### src/databuf_pkg.sv
package databuf_pkg;

    // ----------------------------------------------------------------------
    // host register bus address map
    // ----------------------------------------------------------------------

    // top nibble of the main register block
    localparam logic [3:0] addr_main = 4'h0;
    // low nibble of the command register
    localparam logic [3:0] off_dac_ctrl = 4'h1;
    // command word bit that starts or stops collection
    localparam int run_bit = 30;

    // raddr[15] value that selects register space over memory
    localparam logic rd_status_sel = 1'b1;
    // status word offset inside register space
    localparam logic [11:0] status_offset = 12'h000;

    // ----------------------------------------------------------------------
    // buffer layout and word formats
    // ----------------------------------------------------------------------

    // four data channels plus the timestamp channel
    localparam int num_chan = 5;
    // buffer_source codes from here up are encoder readings
    localparam logic [3:0] src_enc_first = 4'd4;
    // stored timestamp bits below the overflow flag
    localparam int ts_low_w = 14;

    typedef enum logic {kind_cmd, kind_sample} word_kind_t;

endpackage

### src/sample_packer.sv
`timescale 1ns/100ps

module sample_packer (
    input  logic                    clkbuffer,
    input  logic                    rst_n,
    input  logic                    capture,
    input  databuf_pkg::word_kind_t kind,
    input  logic [15:0]             cmd_value,
    input  logic [31:0]             ts,
    input  logic [3:0]              buffer_source,
    input  logic [31:0]             input_data1,
    input  logic [31:0]             input_data2,
    input  logic [31:0]             input_data3,
    input  logic [31:0]             input_data4,
    output logic [31:0]             wdata1,
    output logic [31:0]             wdata2,
    output logic [31:0]             wdata3,
    output logic [31:0]             wdata4,
    output logic [31:0]             wdata5
);
    import databuf_pkg::*;

    logic              ts_over14;
    logic [ts_low_w:0] stamp;
    logic              enc_mode;

    // flag set once the timestamp no longer fits the stored field
    assign ts_over14 = |ts[31:ts_low_w];
    assign stamp = {ts_over14, ts[ts_low_w-1:0]};
    // encoder sources keep raw 32 bit readings
    assign enc_mode = (buffer_source >= src_enc_first);

    always_ff @(posedge clkbuffer) begin
        if (!rst_n) begin
            wdata1 <= '0;
            wdata2 <= '0;
            wdata3 <= '0;
            wdata4 <= '0;
            wdata5 <= '0;
        end else if (capture) begin
            if (kind == kind_cmd) begin
                // command value with bit 31 clear on every channel
                wdata1 <= {1'b0, stamp, cmd_value};
                wdata2 <= {1'b0, stamp, cmd_value};
                wdata3 <= {1'b0, stamp, cmd_value};
                wdata4 <= {1'b0, stamp, cmd_value};
                wdata5 <= {1'b0, stamp, cmd_value};
            end else if (!enc_mode) begin
                // pot/current readings carry the stamp in the high half
                wdata1 <= {1'b1, stamp, input_data1[15:0]};
                wdata2 <= {1'b1, stamp, input_data2[15:0]};
                wdata3 <= {1'b1, stamp, input_data3[15:0]};
                wdata4 <= {1'b1, stamp, input_data4[15:0]};
                wdata5 <= '0;
            end else begin
                // encoder readings are full width, stamp moves to channel 5
                wdata1 <= input_data1;
                wdata2 <= input_data2;
                wdata3 <= input_data3;
                wdata4 <= input_data4;
                wdata5 <= {1'b1, stamp, 16'h0000};
            end
        end
    end

endmodule

### config.mk
export PLATFORM = sky130hd
export DESIGN_NAME = sample_packer
export DESIGN_NICKNAME = d
export VERILOG_FILES = /design/src/databuf_pkg.sv /design/src/sample_packer.sv
export SDC_FILE = /design/constraint.sdc
export NUM_CORES = 1
export LEC_CHECK = 0
export BUFFER_PORTS_ARGS = -buffer_cell sky130_fd_sc_hd__buf_2
export CAP_MARGIN = 40
export CORE_AREA = 2 2 135 137
export CTS_CLUSTER_SIZE = 14
export DETAILED_ROUTE_END_ITERATION = 16
export DIE_AREA = 0 0 137 139
export PLACE_DENSITY_LB_ADDON = 0.3
export RECOVER_POWER = 100
export REMOVE_ABC_BUFFERS = 1
export SLEW_MARGIN = 40
export SYNTH_ARGS = -nofsm -noshare
export SYNTH_HDL_FRONTEND = slang
export SYNTH_SLANG_ARGS = --single-unit
export TNS_END_PERCENT = 100
### constraint.sdc
create_clock -name clkbuffer -period 1.24 [get_ports clkbuffer]
set_input_delay 0.124 -clock clkbuffer [delete_from_list [all_inputs] [get_ports clkbuffer]]
set_output_delay 0.124 -clock clkbuffer [all_outputs]
set_load 0.02 [all_outputs]
==> results.sh <==
export IMPL_pwr_density_cell_nw_per_um2=1350
export IMPL_root_buffer="clkbuf_16"
export IMPL_core_area_um2=17700
export IMPL_maxCapViolations=0
export IMPL_syn_cell_area_um2=6020
export IMPL_finalSetupViolCount=0
export IMPL_synth_xor_area_share_pct=0
export IMPL_clock_sinks=160
export IMPL_rsz0062_at_grt="false"
export IMPL_wl_um=21300
export IMPL_cp_num_buf_inv=1
export IMPL_dpl_instance_area_um2=8080
export IMPL_first_pass_iters=4
export IMPL_netlist_instances=671
export IMPL_path_max_fanout=2
export IMPL_crit_family="flip-flops"
export IMPL_synthAdderAreaFrac_pct=0
export IMPL_path_clk_slew_ns=0.07
export IMPL_wl_per_cell_um=15.6
export IMPL_grt_max_degree=55
export IMPL_ctsResizeCount=0
export IMPL_status="complete, no violations"
export IMPL_final_common_cell="a21oi_1"
export IMPL_p_leak_nw=3.91
export IMPL_port_buffers=341
export IMPL_grt_pass1_vias=6500
export IMPL_fillers=1696
export IMPL_postSynthAreaPerCell_um2=8.97
export IMPL_numCtsBuffers=17
export IMPL_dpl_hpwl_um=13900
export IMPL_yosys_area_share_simple_pct=7.38
export IMPL_max_freq_ghz=0.860
export IMPL_peakVddDrop_mv=0.889
export IMPL_grt_pass1_wl_um=32000
export IMPL_final_min_clock_period_ns=1.16
export IMPL_slowest_stage="dfxtp_1"
export IMPL_dr_first_iter_drc_count=261
export IMPL_slew_viol_final=0
export IMPL_diodes=0
export IMPL_layout_common_cells="a21oi_1, buf_2, clkbuf_1, dfxtp_1, dlygate4sd3_1"
export IMPL_critical_path_class="reg2out"
export IMPL_die_area_um2=19000
export IMPL_dp_cells=1207
export IMPL_cp_cell_sequence="clkbuf_1"
export IMPL_start_kind="flip-flop"
export IMPL_vias=6759
export IMPL_min_delay_path_class="in2reg"
export IMPL_arrival_ns=1.04
export IMPL_fin_nets=1303
export IMPL_place_congestion=0.810
export IMPL_skew_ns=0
export IMPL_clkLatencyLatePin_ns=0.42
export IMPL_required_ns=1.12
export IMPL_synth_top_family_by_area="compound AO/OA/AOI/OAI gates"
export IMPL_antenna_found_initial=0
export IMPL_seq_area_um2=3200
export IMPL_die_w_um=137
export IMPL_hold_viol_final=0
export IMPL_cts_tree="yes"
export IMPL_relSlewSlack_pct=67.9
export IMPL_ys_types=28
export IMPL_seq_area_frac_synth_pct=53.2
export IMPL_vias_per_cell=4.97
export IMPL_cpPeakStageDelay_ns=0.37
export IMPL_final_area_um2=9620
export IMPL_drc=0
export IMPL_timing_final_crit_share_pct=93.8
export IMPL_holdWs_ns=0.0210
export IMPL_layout_drive_gt1_share_pct=21.3
export IMPL_overflow=0
export IMPL_track_usage_pct=21.0
export IMPL_rows=49
export IMPL_multiInputGateArea_um2=2490
export IMPL_start_util_pct=34.1
export IMPL_ios=344
export IMPL_ys_warn_count=0
export IMPL_worstMarginPinSlew_ns=0.482
export IMPL_htree_levels=4
export IMPL_crit_path_end_kind="primary output"
export IMPL_areaGrowthSynthToFinish_pct=59.8
export IMPL_ant_nets=0
export IMPL_dieHeight_um=139
export IMPL_synth_compound_area_share_pct=31.3
export IMPL_cts_buffer_depth=2
export IMPL_synthMuxAreaShare_pct=2.66
export IMPL_fin_cells=1360
export IMPL_synth_seq_cells=160
==> path summary, 6_finish.rpt <==
kind | start | to | slack (ns) | depth (start not counted)
max | wdata5[14] | wdata5[14] | 0.08 | 1
min | input_data2[2] | wdata2[2] | 0.02 | 3
max reg2reg | wdata5[30] | wdata5[30] | 0.38 | 3
min reg2reg | wdata4[31] | wdata4[31] | 0.46 | 2
==> report_power, final <==
part | switching (W) | total [W] | internal (W)
clock network | 0.00218 | 0.00500 | 0.00282
logic | 0.00133 | 0.00231 | 0.000981
registers | 0.000172 | 0.00565 | 0.00548
total | 0.00368 | 0.0130 | 0.00928
==> registers in the layout (all words and copies together) (netlist names) <==
signal / cells
wdata1: 32
wdata2: 32
wdata3: 32
wdata4: 32
wdata5: 32
==> routing by layer <==
layer / vias up / track usage (%) / part of all wire (%)
met2: 293 / 36.3 / 48
li1: 3358 / - / -
met5: - / 0 / 0
met1: 3066 / 23.8 / 42
met3: 42 / 5.92 / 8.3
met4: 0 / 9.01 / 2.5
==> stage by stage <==
stage          power, W  setup WS [ns]  utilization, %  TNS, ns
2_1_floorplan   0.00674         -0.187               -   -10.53
3_3_place_gp    0.00782        -0.0541            45.7   -0.213
3_5_place_dp    0.00783        -0.0630            45.7   -0.216
4_1_cts          0.0131         0.0411            55.8        0
5_1_grt          0.0135         0.0240            54.5        0
6_report         0.0130         0.0774            54.5        0
==> cell type report <==
type                       instances  area share, %
sequential                       160           33.3
timing repair buffer             492           32.0
multi-input combinational        446           25.9
clock buffer                      20           4.64
tap                              229           2.98
clock inverter                    11           1.09
inverter                           2         0.0910
==> what timing repair did <==
action	4_1_cts	5_1_grt
hold endpoints to repair	122	0
setup buffers	0	0
hold buffers	122	0
==> Yosys cell counts, drive strengths merged <==
cell	count	share of area, %
nor2b	16	1.7
or3b	1	0.15
o211ai	5	0.62
nand2	18	1.1
a22oi	56	7.0
a21oi	207	17
o21ai	66	5.5
nand2b	1	0.10
a21boi	1	0.12
nor2	18	1.1
dfxtp	160	53
mux2i	16	2.7
nor4	3	0.31
and4bb	1	0.21
clkbuf	27	1.7
o211a	1	0.17
or4	1	0.19
nand3	28	2.3
inv	2	0.12
nor3	1	0.083
buf	36	3.6
and3	1	0.10
o221ai	4	0.58
a311oi	1	0.15
==> logic make-up (layout without fill, tap and decap cells) <==
| logic type | Yosys count | in the layout |
|---|---|---|
| mux | 16 | 16 |
| simple gates | 89 | 89 |
| flops | 160 | 160 |
| compound gates | 341 | 341 |
| buf+inv | 65 | 525 |
(Power assumes the default switching activity.)
