### src/databuf_pkg.sv
package databuf_pkg;

    // ----------------------------------------------------------------------
    // host register bus address map
    // ----------------------------------------------------------------------

    // top nibble of the main register block
    localparam logic [3:0] addr_main = 4'h0;
    // low nibble of the command register
    localparam logic [3:0] off_dac_ctrl = 4'h1;
    // command word bit that starts or stops collection
    localparam int run_bit = 30;

    // raddr[15] value that selects register space over memory
    localparam logic rd_status_sel = 1'b1;
    // status word offset inside register space
    localparam logic [11:0] status_offset = 12'h000;

    // ----------------------------------------------------------------------
    // buffer layout and word formats
    // ----------------------------------------------------------------------

    // four data channels plus the timestamp channel
    localparam int num_chan = 5;
    // buffer_source codes from here up are encoder readings
    localparam logic [3:0] src_enc_first = 4'd4;
    // stored timestamp bits below the overflow flag
    localparam int ts_low_w = 14;

    typedef enum logic {kind_cmd, kind_sample} word_kind_t;

endpackage

### src/buffer_ctrl.sv
`timescale 1ns/100ps

module buffer_ctrl #(
    parameter int buf_aw = 10
) (
    input  logic                    clkbuffer,
    input  logic                    rst_n,
    input  logic                    reg_wen,
    input  logic [15:0]             reg_waddr,
    input  logic [31:0]             reg_wdata,
    input  logic                    data_fb_wen,
    output logic                    capture,
    output databuf_pkg::word_kind_t kind,
    output logic [15:0]             cmd_value,
    output logic                    buf_wen,
    output logic [buf_aw-1:0]       buf_waddr,
    output logic                    collecting
);
    import databuf_pkg::*;

    logic cmd_wen;
    logic run_req;
    logic fb_last;
    logic fb_trigger;
    logic pending;

    // ----------------------------------------------------------------------
    // decode and edge detect
    // ----------------------------------------------------------------------

    // command register write on the main block
    assign cmd_wen = reg_wen && (reg_waddr[15:12] == addr_main)
                     && (reg_waddr[3:0] == off_dac_ctrl);
    assign run_req = reg_wdata[run_bit];

    // rising edge of the feedback ready strobe
    assign fb_trigger = data_fb_wen && !fb_last;

    // a command always wins the cycle, a sample waits in pending
    // a stop command has no word to store
    assign capture = cmd_wen ? run_req : ((collecting && fb_trigger) || pending);
    assign kind = cmd_wen ? kind_cmd : kind_sample;
    assign cmd_value = reg_wdata[15:0];

    // ----------------------------------------------------------------------
    // collection state and shared write address
    // ----------------------------------------------------------------------

    always_ff @(posedge clkbuffer) begin
        if (!rst_n) begin
            collecting <= 1'b0;
            pending <= 1'b0;
            fb_last <= 1'b0;
            buf_wen <= 1'b0;
            buf_waddr <= '0;
        end else begin
            fb_last <= data_fb_wen;
            if (cmd_wen) begin
                // start restarts the buffer at word 0
                if (!collecting && run_req) begin
                    buf_waddr <= '0;
                end else begin
                    // advance only if collection keeps running
                    buf_waddr <= buf_waddr + buf_aw'(run_req);
                end
                collecting <= run_req;
                buf_wen <= run_req;
                // feedback edge lost to the command, store it next cycle
                if (run_req && fb_trigger) begin
                    pending <= 1'b1;
                end else if (!run_req) begin
                    // stopped, so a held sample is dropped
                    pending <= 1'b0;
                end
            end else if ((collecting && fb_trigger) || pending) begin
                // sample goes to the next word, wraps with the counter width
                buf_waddr <= buf_waddr + 1'b1;
                buf_wen <= 1'b1;
                pending <= 1'b0;
            end else begin
                buf_wen <= 1'b0;
            end
        end
    end

    // every memory write comes from a word the packer registered
    a_wen_after_capture: assert property (
        @(posedge clkbuffer) disable iff (!rst_n)
        $rose(buf_wen) |-> $past(capture)
    );

    // a held sample only exists during collection
    a_pending_collecting: assert property (
        @(posedge clkbuffer) disable iff (!rst_n)
        pending |-> collecting
    );

endmodule

### config.mk
export PLATFORM = sky130hd
export DESIGN_NAME = buffer_ctrl
export DESIGN_NICKNAME = d
export VERILOG_FILES = /design/src/databuf_pkg.sv /design/src/buffer_ctrl.sv
export SDC_FILE = /design/constraint.sdc
export NUM_CORES = 1
export LEC_CHECK = 0
export BUFFER_PORTS_ARGS = -buffer_cell sky130_fd_sc_hd__buf_2
export CORE_ASPECT_RATIO = 1.2
export CORE_UTILIZATION = 30
export CTS_CLUSTER_DIAMETER = 120
export DETAILED_ROUTE_END_ITERATION = 8
export PLACE_DENSITY_LB_ADDON = 0.12
export SKIP_LAST_GASP = 1
export SYNTH_ARGS = -nofsm -noshare
export SYNTH_HDL_FRONTEND = slang
export SYNTH_SLANG_ARGS = --single-unit
### constraint.sdc
create_clock -name clkbuffer -period 1.6 [get_ports clkbuffer]
set_input_delay 0.08 -clock clkbuffer [delete_from_list [all_inputs] [get_ports clkbuffer]]
set_output_delay 0.08 -clock clkbuffer [all_outputs]
set_load 0.02 [all_outputs]
==> flow_summary.ini <==
[routing]
drtIter0Drc = 42
viasPerCell = 5.49
vias = 1048
ant_nets = 0
wl_per_cell_um = 14.8
drc = 8
drt-pass1-iter-count = 6
drt-total-wl_um = 2830

[synth]
yosysMostFrequentCell = buf_4
synth_fp_nets = 190
synth_compound_area_share_pct = 25.1
syn_avg_cell_area_um2 = 8.07
syn_area_um2 = 1090
ys.flop_type = dfxtp_1
synth_top_family_by_area = compound AO/OA/AOI/OAI gates
yosys_warnings = 0
synth-xor-area-share_pct = 2.41
yosysUniqueCellTypes = 47
ys_async_sr_fraction_pct = 0
ys_seq_area_share_pct = 25.7
synthAdderAreaFrac_pct = 3.44
synth-simple-area-share_pct = 23.3
synthMuxAreaShare_pct = 1.84
synthCells = 135
yosys_register_bits = 14
synth_top_area_cell = dfxtp_1
synth_edf_count = 0
synth_top_cells_by_count = buf_4 (16), dfxtp_1 (14), nand2_1 (9)
netlist.area_leader.share_pct = 25.7
synth_top_cells_by_area = dfxtp_1 (26%), buf_4 (11%), a21oi_1 (3.7%)

[pwr]
power.leakage_nw = 0.561
p_clk_share_pct = 42.9
p_sw_share_pct = 22.7
intPower_uw = 538
p_comb_share_pct = 6.7
p_per_area_nw_per_um2 = 548
irDropWorstVdd_v = 0.000257
p_seq_share_pct = 50.4
p_switching_uw = 158

[outcome]
violations = DRC
status = finished with violations

[cells_and_area]
fin_cells = 191
design_area_um2 = 1270
syn_to_final_growth_pct = 16.8
final_nets = 211
drive_above_1_share_pct = 38.3
antennaDiodeCount = 0

[clock_tree]
h-tree-depth = 1
clock-sinks = 14
post_cts_buffers = 0
cts-root-buf = clkbuf_8
insertion_delay_ns = 0.25
numCtsBuffers = 3
cts_buffer_depth = 2
postCtsResizedCells = 0
hold_buffers = 0
cts_tree = yes
clk_pin_slew_ns = 0.06

[run]
cap_violations = 0

[floorplan]
core-area_um2 = 3400
num_io_pins = 82
rows = 23
die_area_um2 = 3880
chipWidth_um = 57.0
start_util_pct = 32.1
dieHeight_um = 68.0

[place]
io_buffers = 26
place_congestion = 0.755
placed_area_um2 = 1220
place_hpwl_um = 2150
placed_cells_incl_taps = 188

[critical_path]
critPathRequiredTime_ns = 1.52
worst-setup-path-type = flip-flop to output pin
crit_path_end_kind = output pin
crit_path_max_fanout = 4
crit_arrival_ns = 1.46
startpoint_type = flip-flop

[timing]
clock_skew_ns = 0.00229
rsz0062_at_grt = true
hold_violations = 0
fin_hold_ws_ns = 0.0597
tightest_slew_ns = 0.344
min_period_over_period_pct = 96.2
setup_viol = 0
max_slew_margin_pct = 77.0
slew_viol_final = 0
final.setup.tns_ns = 0
min_period_ns = 1.54
clock.fmax_mhz = 649

[global_routing]
grt_pass1_vias = 1020
grt_usage_pct = 16.3
antenna_found_initial = 0
grt_max_degree = 14
grt_pass1_wl_um = 4770
globalRouteOverflowTotal = 0

[min_path]
hold_class = input pin to flip-flop
==> registers in the layout (all words and copies together), names as in the netlist <==
signal and cells:
buf_waddr 10, pending 1, collecting 1, buf_wen 1, fb_last 1
==> cells in the final DEF, fill, tap and decap left out, types with 2 or more instances in the layout <==
| cell type | Yosys | final |
|---|---|---|
| a21oi_1 | 8 | 8 |
| xnor2_1 | 2 | 2 |
| nor3_1 | 4 | 4 |
| nor2_1 | 6 | 5 |
| nand2_1 | 9 | 9 |
| dfxtp_2 | 0 | 2 |
| nand3_1 | 4 | 4 |
| inv_1 | 5 | 5 |
| and3_1 | 5 | 5 |
| nand4_1 | 2 | 2 |
| o21ai_0 | 2 | 2 |
| and2_1 | 4 | 4 |
| dfxtp_1 | 14 | 12 |
| a31oi_1 | 4 | 4 |
| clkbuf_8 | 0 | 3 |
| buf_4 | 16 | 15 |
| ha_1 | 3 | 2 |
| o21ai_1 | 4 | 4 |
| o2111ai_1 | 3 | 3 |
| mux2i_1 | 2 | 2 |
| buf_2 | 5 | 25 |
| nor2b_1 | 2 | 2 |
| a211oi_1 | 3 | 3 |
==> area by class of cell <==
cell class / instances / area, um2
fillers: 350 / 2120
multi-input cells: 90 / 622
flip-flops and latches: 14 / 283
repair buffers: 41 / 258
well taps: 37 / 46.3
clock buffers: 3 / 41.3
inverters: 6 / 22.5
==> critical path, cell delays in order (launching register included) <==
cell	delay [ns]
dfxtp_2	0.32
and3b_2	0.23
or2_4	0.24
buf_4	0.15
nor2_2	0.07
nor2_1	0.05
buf_4	0.15
==> power by group through the flow <==
stage                     sequential [mW]  combinational, mW  clock [mW]
after global placement              0.358             0.0455           0
after floorplan                     0.359             0.0798           0
final                               0.351             0.0465       0.299
after detailed placement            0.359             0.0463           0
after global routing                0.351             0.0522       0.324
after CTS                           0.351             0.0466       0.315
==> metal layers <==
layer	GRT usage, %	vias to the layer above	wire, um
met3	3.02	9	134
li1	-	517	-
met1	20.2	490	1290
met4	10.7	0	72
met5	0	-	0
met2	25.9	32	1330
==> path summary, 6_finish.rpt <==
check	startpoint	end	slack, ns	cells after the start
worst max-delay path	fb_last$_SDFF_PN0_	capture	0.06	6
worst min-delay path	data_fb_wen	fb_last$_SDFF_PN0_	0.06	2
worst max register to register	buf_waddr[1]$_SDFFE_PN0P_	buf_waddr[6]$_SDFFE_PN0P_	0.10	6
worst min register to register	buf_waddr[9]$_SDFFE_PN0P_	buf_waddr[9]$_SDFFE_PN0P_	0.56	2
==> kinds of logic (layout without fill, tap and decap cells) <==
family	count (synthesis)	after routing
buffers and inverters	31	50
DFF	14	14
muxes	2	2
and+or+nand+nor	45	45
AOI/OAI and AO/OA	37	37
xor gates and xnor gates	3	3
adders and majority gates	3	3
==> metrics by stage <==
stage / setup WS [ns] / power [mW] / utilization (%)
5_1_grt: -0.00612 / 0.727 / 37.5
2_1_floorplan: 0.0652 / 0.438 / -
6_report: 0.0602 / 0.697 / 37.5
3_5_place_dp: 0.101 / 0.405 / 35.9
3_3_place_gp: 0.125 / 0.404 / 35.9
4_1_cts: 0.0234 / 0.712 / 37.1
Note: power is estimated with default switching activity, not from simulation.
