## config.mk

```make
export PLATFORM = sky130hd
export DESIGN_NAME = readback_mux
export DESIGN_NICKNAME = d
export VERILOG_FILES = /design/src/databuf_pkg.sv /design/src/readback_mux.sv
export SDC_FILE = /design/constraint.sdc
export NUM_CORES = 1
export LEC_CHECK = 0
export BUFFER_PORTS_ARGS = -buffer_cell sky130_fd_sc_hd__buf_2
export CAP_MARGIN = 20
export CORE_AREA = 2 2 97 99
export CTS_CLUSTER_DIAMETER = 100
export DETAILED_ROUTE_END_ITERATION = 12
export DIE_AREA = 0 0 99 101
export PLACE_DENSITY_LB_ADDON = 0.3
export SYNTH_ARGS = -nofsm -noshare
export SYNTH_HDL_FRONTEND = slang
export SYNTH_SLANG_ARGS = --single-unit
export TNS_END_PERCENT = 100
```

## constraint.sdc

```tcl
create_clock -name clkbuffer -period 1.3 [get_ports clkbuffer]
set_input_delay 0.13 -clock clkbuffer [delete_from_list [all_inputs] [get_ports clkbuffer]]
set_output_delay 0.13 -clock clkbuffer [all_outputs]
set_load 0.1 [all_outputs]
```

## src/databuf_pkg.sv

```systemverilog
package databuf_pkg;

    // ----------------------------------------------------------------------
    // host register bus address map
    // ----------------------------------------------------------------------

    // top nibble of the main register block
    localparam logic [3:0] addr_main = 4'h0;
    // low nibble of the command register
    localparam logic [3:0] off_dac_ctrl = 4'h1;
    // command word bit that starts or stops collection
    localparam int run_bit = 30;

    // raddr[15] value that selects register space over memory
    localparam logic rd_status_sel = 1'b1;
    // status word offset inside register space
    localparam logic [11:0] status_offset = 12'h000;

    // ----------------------------------------------------------------------
    // buffer layout and word formats
    // ----------------------------------------------------------------------

    // four data channels plus the timestamp channel
    localparam int num_chan = 5;
    // buffer_source codes from here up are encoder readings
    localparam logic [3:0] src_enc_first = 4'd4;
    // stored timestamp bits below the overflow flag
    localparam int ts_low_w = 14;

    typedef enum logic {kind_cmd, kind_sample} word_kind_t;

endpackage

```

## src/readback_mux.sv

```systemverilog
`timescale 1ns/100ps

module readback_mux #(
    parameter int buf_aw = 10
) (
    input  logic              clkbuffer,
    input  logic              rst_n,
    input  logic [15:0]       reg_raddr,
    input  logic [31:0]       rd_data1,
    input  logic [31:0]       rd_data2,
    input  logic [31:0]       rd_data3,
    input  logic [31:0]       rd_data4,
    input  logic [31:0]       rd_data5,
    input  logic              collecting,
    input  logic [buf_aw-1:0] buf_waddr,
    output logic [buf_aw-1:0] rd_addr,
    output logic [31:0]       reg_rdata,
    output logic [15:0]       databuf_status
);
    import databuf_pkg::*;

    logic [15:0] status_word;
    logic [31:0] mem_word [num_chan];
    logic [31:0] mem_sel;
    logic        reg_space_q;
    logic [2:0]  chan_q;
    logic [31:0] reg_word_q;

    // word address goes straight to all channel memories
    assign rd_addr = reg_raddr[buf_aw-1:0];

    // run flag on top, write pointer zero extended below
    assign status_word = {collecting, {(15-buf_aw){1'b0}}, buf_waddr};
    assign databuf_status = status_word;

    assign mem_word[0] = rd_data1;
    assign mem_word[1] = rd_data2;
    assign mem_word[2] = rd_data3;
    assign mem_word[3] = rd_data4;
    assign mem_word[4] = rd_data5;

    // ----------------------------------------------------------------------
    // decode registered alongside the memory read
    // ----------------------------------------------------------------------

    always_ff @(posedge clkbuffer) begin
        if (!rst_n) begin
            // register space miss reads back as zero
            reg_space_q <= 1'b1;
            chan_q <= '0;
            reg_word_q <= '0;
        end else begin
            reg_space_q <= (reg_raddr[15] == rd_status_sel);
            chan_q <= reg_raddr[14:12];
            // only the status offset is mapped in register space
            if (reg_raddr[11:0] == status_offset) begin
                reg_word_q <= {16'h0000, status_word};
            end else begin
                reg_word_q <= '0;
            end
        end
    end

    // unused channel indexes read as zero
    always_comb begin
        mem_sel = '0;
        if (int'(chan_q) < num_chan) begin
            mem_sel = mem_word[chan_q];
        end
    end

    assign reg_rdata = reg_space_q ? reg_word_q : mem_sel;

endmodule

```

==> flow_metrics.env, run 1 <==
export IMPL_outcome="finished, violations left"
export IMPL_violated_checks="negative setup slack"
export IMPL_final_critical_path_setup_slack_ns=-0.588
export IMPL_synth_top_cell_area_share_pct=22.1
export IMPL_synthFlopType="dfxtp_1"
export IMPL_areaGrowthSynthToFinish_pct=146
export IMPL_cts_max_level=1
export IMPL_core_area_sq_um=8980
export IMPL_path_max_fanout=8
export IMPL_cells_after_dpl=551
export IMPL_async_reset_ff_share_pct=0
export IMPL_numPortBuffers=241
export IMPL_detail_route_first_pass_iterations=4
export IMPL_internal_power_mw=1.59
export IMPL_cell_area_synth_sq_um=1950
export IMPL_rsz_0062_raised_after_global_routing="true"
export IMPL_critical_path_endpoint_type="output port"
export IMPL_drc=0
export IMPL_finalMaxSlewViolations=0
export IMPL_leakage_nw=2.09
export IMPL_clock_sinks=15
export IMPL_critPathTopFamily="compound AO/OA/AOI/OAI gates"
export IMPL_timing_critical_path_slowest_cell_delay_ns=0.38
export IMPL_timing_critical_path_depth=6
export IMPL_layout_min_cycle_time_ns=1.89
export IMPL_finish_cell_count_without_fillers=567
export IMPL_switching_share_pct=48.8
export IMPL_critical_path_startpoint_type="flop"
export IMPL_cts_tree="done"
export IMPL_switchingPower_mw=1.52
export IMPL_floorplan_initialDensity_pct=21.7
export IMPL_cp_buffers_inverters=3
export IMPL_synth_most_common_cell="mux2i_1"
export IMPL_postRouteWirelength_um=9640
export IMPL_grt_use_total_pct=17.8
export IMPL_holdBufCountCts=0
export IMPL_synthDominantAreaCellType="mux2i_1"
export IMPL_ir_worst_vdd_mv=0.950
export IMPL_crit_arrival_ns=1.76
export IMPL_num_vias=2741
export IMPL_detailedPlacementHpwl_um=7340
export IMPL_final_antenna_net_count=0
export IMPL_grt_first_pass_wirelength_um=14200
export IMPL_final_min_period_over_clock_period_pct=145
export IMPL_share_of_power_burned_in_the_clock_network_pct=12.4
export IMPL_dieWidth_um=99
export IMPL_worst_setup_hold_path_clk_slew_ns=0.06
export IMPL_grt_pass1_vias=2950
export IMPL_synth_warning_count=0
export IMPL_cell_types_with_the_largest_area_share_after_synthesis="mux2i_1, dfxtp_1, mux2_2"
export IMPL_num_antenna_cells=0
export IMPL_average_size_of_a_mapped_cell_sq_um=8.92
export IMPL_max_cap_viol_count=0
export IMPL_report_power_total_mw=3.11
export IMPL_finalHoldViolCount=0
export IMPL_cts_made_buffers=3
export IMPL_num_io_pins=247
export IMPL_die_area_sq_um=10000
export IMPL_final_setup_viol_count=32
export IMPL_floorplan_die_height_um=101
export IMPL_cell_type_with_the_highest_occurrence_count_on_the_critical_path="buf_12"
export IMPL_ys_seq_area_share_pct=15.4
export IMPL_whs_path_depth=2
export IMPL_cellPowerDensity_nw_per_um2=650
export IMPL_pin_count_of_the_biggest_net_entering_global_routing=22
export IMPL_synth_seq_cells=15
export IMPL_rows=35
export IMPL_finish_net_count=646
export IMPL_via_per_inst=4.83
export IMPL_crit_path_cell_trace="buf_6 > buf_12 > mux2i_4 > o22ai_2 > a221o_4 > buf_12"
export IMPL_global_route_overflow_total=0
export IMPL_synth_top_cells_by_count="mux2i_1, o22ai_1, buf_4, a211oi_1, mux2_2"
export IMPL_count_of_cell_types_in_the_netlist=23
export IMPL_power_share_combinational_pct=72.3
export IMPL_clk_path_buf_depth=2
export IMPL_min_delay_path_class="primary input to flop"
export IMPL_required_ns=1.17
export IMPL_timing_fmax_mhz=530
export IMPL_drt_iter0_markers=20
export IMPL_root_buffer="clkbuf_8"
export IMPL_syn_inst=218
export IMPL_synth_edff_count=0
export IMPL_grt_antenna_before_repair=0
export IMPL_worst_setup_path_type="flop to output port"
export IMPL_pwr_share_seq_pct=15.3
export IMPL_globalplace_congestion=0.782
export IMPL_final_layout_size_suffix_gt1_share_pct=84.0
export IMPL_route_detailed_wl_per_inst_um=17.0
export IMPL_critical_path_slowest_cell="dfxtp_4"
power groups by stage:
stage	Combinational [mW]	Clock, mW	Sequential [mW]
after detailed placement	1.99	0	0.492
final	2.25	0.385	0.475
after CTS	2.18	0.397	0.476
after global placement	1.97	0	0.491
after floorplan	1.35	0	0.484
after global routing	2.34	0.420	0.477
registers in the layout (all words and copies together) (netlist names):
name	flops
chan_q	3
reg_space_q	1
reg_word_q	11
cell type report:
class	instances	area [sq um]
Tap cell	111	139
Clock buffer	3	41.3
Sequential cell	15	312
Inverter	1	3.75
Clock inverter	1	5.00
Fill cell	775	4190
Timing Repair Buffer	276	2210
Multi-Input combinational cell	160	2070
cell usage in the layout (no fill, tap or decap), drive strengths merged:
cell,n
dfxtp,15
nor2,2
inv,1
a211oi,21
o21ai,1
buf,274
nor4,2
clkbuf,5
o22ai,32
or3b,1
or3,1
nand2b,2
conb,5
clkinv,1
and4,1
nor3,1
mux2i,43
nor4b,1
or2b,1
mux2,21
a221o,11
and2,14
stage by stage:
| step | instance area [sq um] | TNS (ns) | setup WS [ns] | hold slack [ns] | util [%] |
|---|---|---|---|---|---|
| 2_1_floorplan | 2400 | -14.93 | -0.655 | 0.203 | - |
| 3_3_place_gp | 4130 | -9.02 | -0.332 | 0.329 | 46.0 |
| 3_5_place_dp | 4130 | -9.88 | -0.371 | 0.337 | 46.0 |
| 4_1_cts | 4610 | -16.89 | -0.580 | 0.0708 | 51.3 |
| 5_1_grt | 4780 | -18.39 | -0.654 | 0.0806 | 53.3 |
| 6_report | 4780 | -16.34 | -0.588 | 0.0762 | 53.3 |
logic make-up (layout without fill, tap and decap cells):
kind of cell,Yosys count,after routing,share of synthesized area [%]
other cells,1,5,0.193
flops,15,15,15.4
simple gates,26,26,8.75
buf+inv,47,281,17.0
mux,64,64,34.3
compound gates,65,65,24.3
metal layers:
layer / vias to the layer above / GRT usage, % / part of all wire [%]
li1: 1285 / - / -
met1: 1294 / 18.5 / 35
met2: 152 / 35.8 / 56
met3: 10 / 3.88 / 7.8
met4: 0 / 3.90 / 1.2
met5: - / 0 / 0
worst paths after layout:
check	to	slack [ns]	start
worst max-delay path	reg_rdata[4]	-0.59	chan_q[1]
worst min-delay path	reg_space_q	0.08	reg_raddr[15]
timing repair:
action	in CTS	in global routing
resized for setup	56	27
pin swaps	22	19
setup buffers	8	1
setup endpoints to repair	32	32
gates cloned	4	3
No activity file was read; power rests on OpenSTA's default activity.
==> run 2: changes to the inputs <==
==> constraint.sdc (replaced) <==
create_clock -name clkbuffer -period 1.3 [get_ports clkbuffer]
set_input_delay 0.13 -clock clkbuffer [delete_from_list [all_inputs] [get_ports clkbuffer]]
set_output_delay 0.13 -clock clkbuffer [all_outputs]
set_load 0.01 [all_outputs]
==> run 2 against run 1 <==
Against the previous run: the flow still finishes with violations (negative setup slack); die area unchanged; flip-flop and latch count is the same; combinational power is 57% lower; hold slack better by 0.0030 ns; clock-buffer cell count stayed put; cell count fell by 3.4%; clock power decreased by 5.2%; critical path depth down 1.
==> flow_metrics.env, run 2 (synthesized netlist as in run 1, its figures left out) <==
export IMPL_floorplan_initialDensity_pct=21.7
export IMPL_pin_count_of_the_biggest_net_entering_global_routing=38
export IMPL_drt_iter0_markers=55
export IMPL_clk_path_buf_depth=2
export IMPL_cts_made_buffers=3
export IMPL_critical_path_endpoint_type="output port"
export IMPL_grt_first_pass_wirelength_um=12100
export IMPL_finalHoldViolCount=0
export IMPL_num_antenna_cells=0
export IMPL_hold_ws_ns=0.0792
export IMPL_clock_sinks=15
export IMPL_final_layout_size_suffix_gt1_share_pct=72.3
export IMPL_hold_start="reg_raddr[15]"
export IMPL_route_detailed_wl_per_inst_um=15.4
export IMPL_path_max_fanout=12
export IMPL_cts_setup_buffers=0
export IMPL_final_critical_path_setup_slack_ns=-0.464
export IMPL_required_ns=1.17
export IMPL_critical_path_startpoint_type="flop"
export IMPL_leakage_nw=1.76
export IMPL_ir_worst_vdd_mv=0.363
export IMPL_outcome="finished, violations left"
export IMPL_reg_top3="reg_word_q x11, chan_q x3, reg_space_q x1"
export IMPL_final_antenna_net_count=0
export IMPL_finish_net_count=627
export IMPL_drc=0
export IMPL_flip_flop_count_of_the_largest_register_all_copies_and_words_added=11
export IMPL_num_vias=2585
export IMPL_num_io_pins=247
export IMPL_cellPowerDensity_nw_per_um2=525
export IMPL_max_flop_register="reg_word_q"
export IMPL_finalMaxSlewViolations=0
export IMPL_areaGrowthSynthToFinish_pct=77.5
export IMPL_violated_checks="negative setup slack"
export IMPL_cts_tree="done"
export IMPL_critical_path_slowest_cell="dfxtp_4"
export IMPL_grt_pass1_vias=2448
export IMPL_layout_min_cycle_time_ns=1.76
export IMPL_cts_max_level=1
export IMPL_worst_setup_hold_path_clk_slew_ns=0.06
export IMPL_grt_use_total_pct=14.9
export IMPL_core_area_sq_um=8980
export IMPL_detailedPlacementHpwl_um=6860
export IMPL_via_per_inst=4.72
export IMPL_grt_antenna_before_repair=0
export IMPL_min_delay_path_class="primary input to flop"
export IMPL_crit_path_cell_trace="buf_12 > mux2i_2 > o22ai_1 > a221o_1 > buf_2"
export IMPL_critPathTopFamily="compound AO/OA/AOI/OAI gates"
export IMPL_floorplan_die_height_um=101
export IMPL_rsz_0062_raised_after_global_routing="true"
export IMPL_rows=35
export IMPL_layout_cells_most_common="buf_2"
export IMPL_cp_buffers_inverters=2
export IMPL_final_min_period_over_clock_period_pct=136
export IMPL_holdBufCountCts=0
export IMPL_timing_critical_path_from="chan_q[1]"
export IMPL_final_setup_viol_count=32
export IMPL_report_power_total_mw=1.81
export IMPL_global_route_overflow_total=0
export IMPL_crit_arrival_ns=1.63
export IMPL_timing_critical_path_slowest_cell_delay_ns=0.40
export IMPL_root_buffer="clkbuf_8"
export IMPL_timing_fmax_mhz=567
export IMPL_die_area_sq_um=10000
export IMPL_numPortBuffers=241
export IMPL_max_cap_viol_count=0
export IMPL_postRouteWirelength_um=8440
export IMPL_layout_common_cells="buf_2, mux2i_1, o22ai_2"
export IMPL_worst_setup_path_type="flop to output port"
export IMPL_dieWidth_um=99
export IMPL_detail_route_first_pass_iterations=4
export IMPL_pre_cts_ws_ns=-0.231
export IMPL_globalplace_congestion=0.826
[run 2: metrics by stage]
| stage | setup TNS, ns | instances | area [sq um] | util, % |
|---|---|---|---|---|
| 2_1_floorplan | -0.334 | 222 | 1970 | - |
| 3_3_place_gp | -4.42 | 544 | 3180 | 35.4 |
| 3_5_place_dp | -5.02 | 544 | 3180 | 35.4 |
| 4_1_cts | -13.25 | 548 | 3300 | 36.7 |
| 5_1_grt | -15.24 | 548 | 3450 | 38.5 |
| 6_report | -12.83 | 548 | 3450 | 38.5 |
[run 2: where the power goes]
group / switching [mW] / internal (mW) / total, mW
Sequential: 0.0114 / 0.467 / 0.478
Clock: 0.153 / 0.212 / 0.365
Combinational: 0.427 / 0.544 / 0.971
Total: 0.592 / 1.22 / 1.81
[run 2: routing by layer]
metal,GRT usage [%],vias up,wire length [um]
li1,-,1259,-
met1,19.4,1198,3420
met2,27.1,126,4500
met3,1.39,2,484
met4,2.42,0,31
met5,0,-,0
[run 2: worst paths after layout]
kind              cells past startpoint  slack [ns]      endpoint
hold / removal                        2        0.08   reg_space_q
setup / recovery                      5       -0.46  reg_rdata[2]
[run 2: layout make-up]
class | count | area (sq um)
sequential | 15 | 307
inverter | 1 | 3.75
clock inverter | 1 | 5.00
tap | 111 | 139
multi-input combinational | 160 | 1550
timing repair buffer | 257 | 1410
fill | 951 | 5520
clock buffer | 3 | 41.3
[run 2: timing repair]
action	CTS	global route
resized for setup	15	32
setup endpoints to repair	32	32
endpoints found under the hold margin	0	0
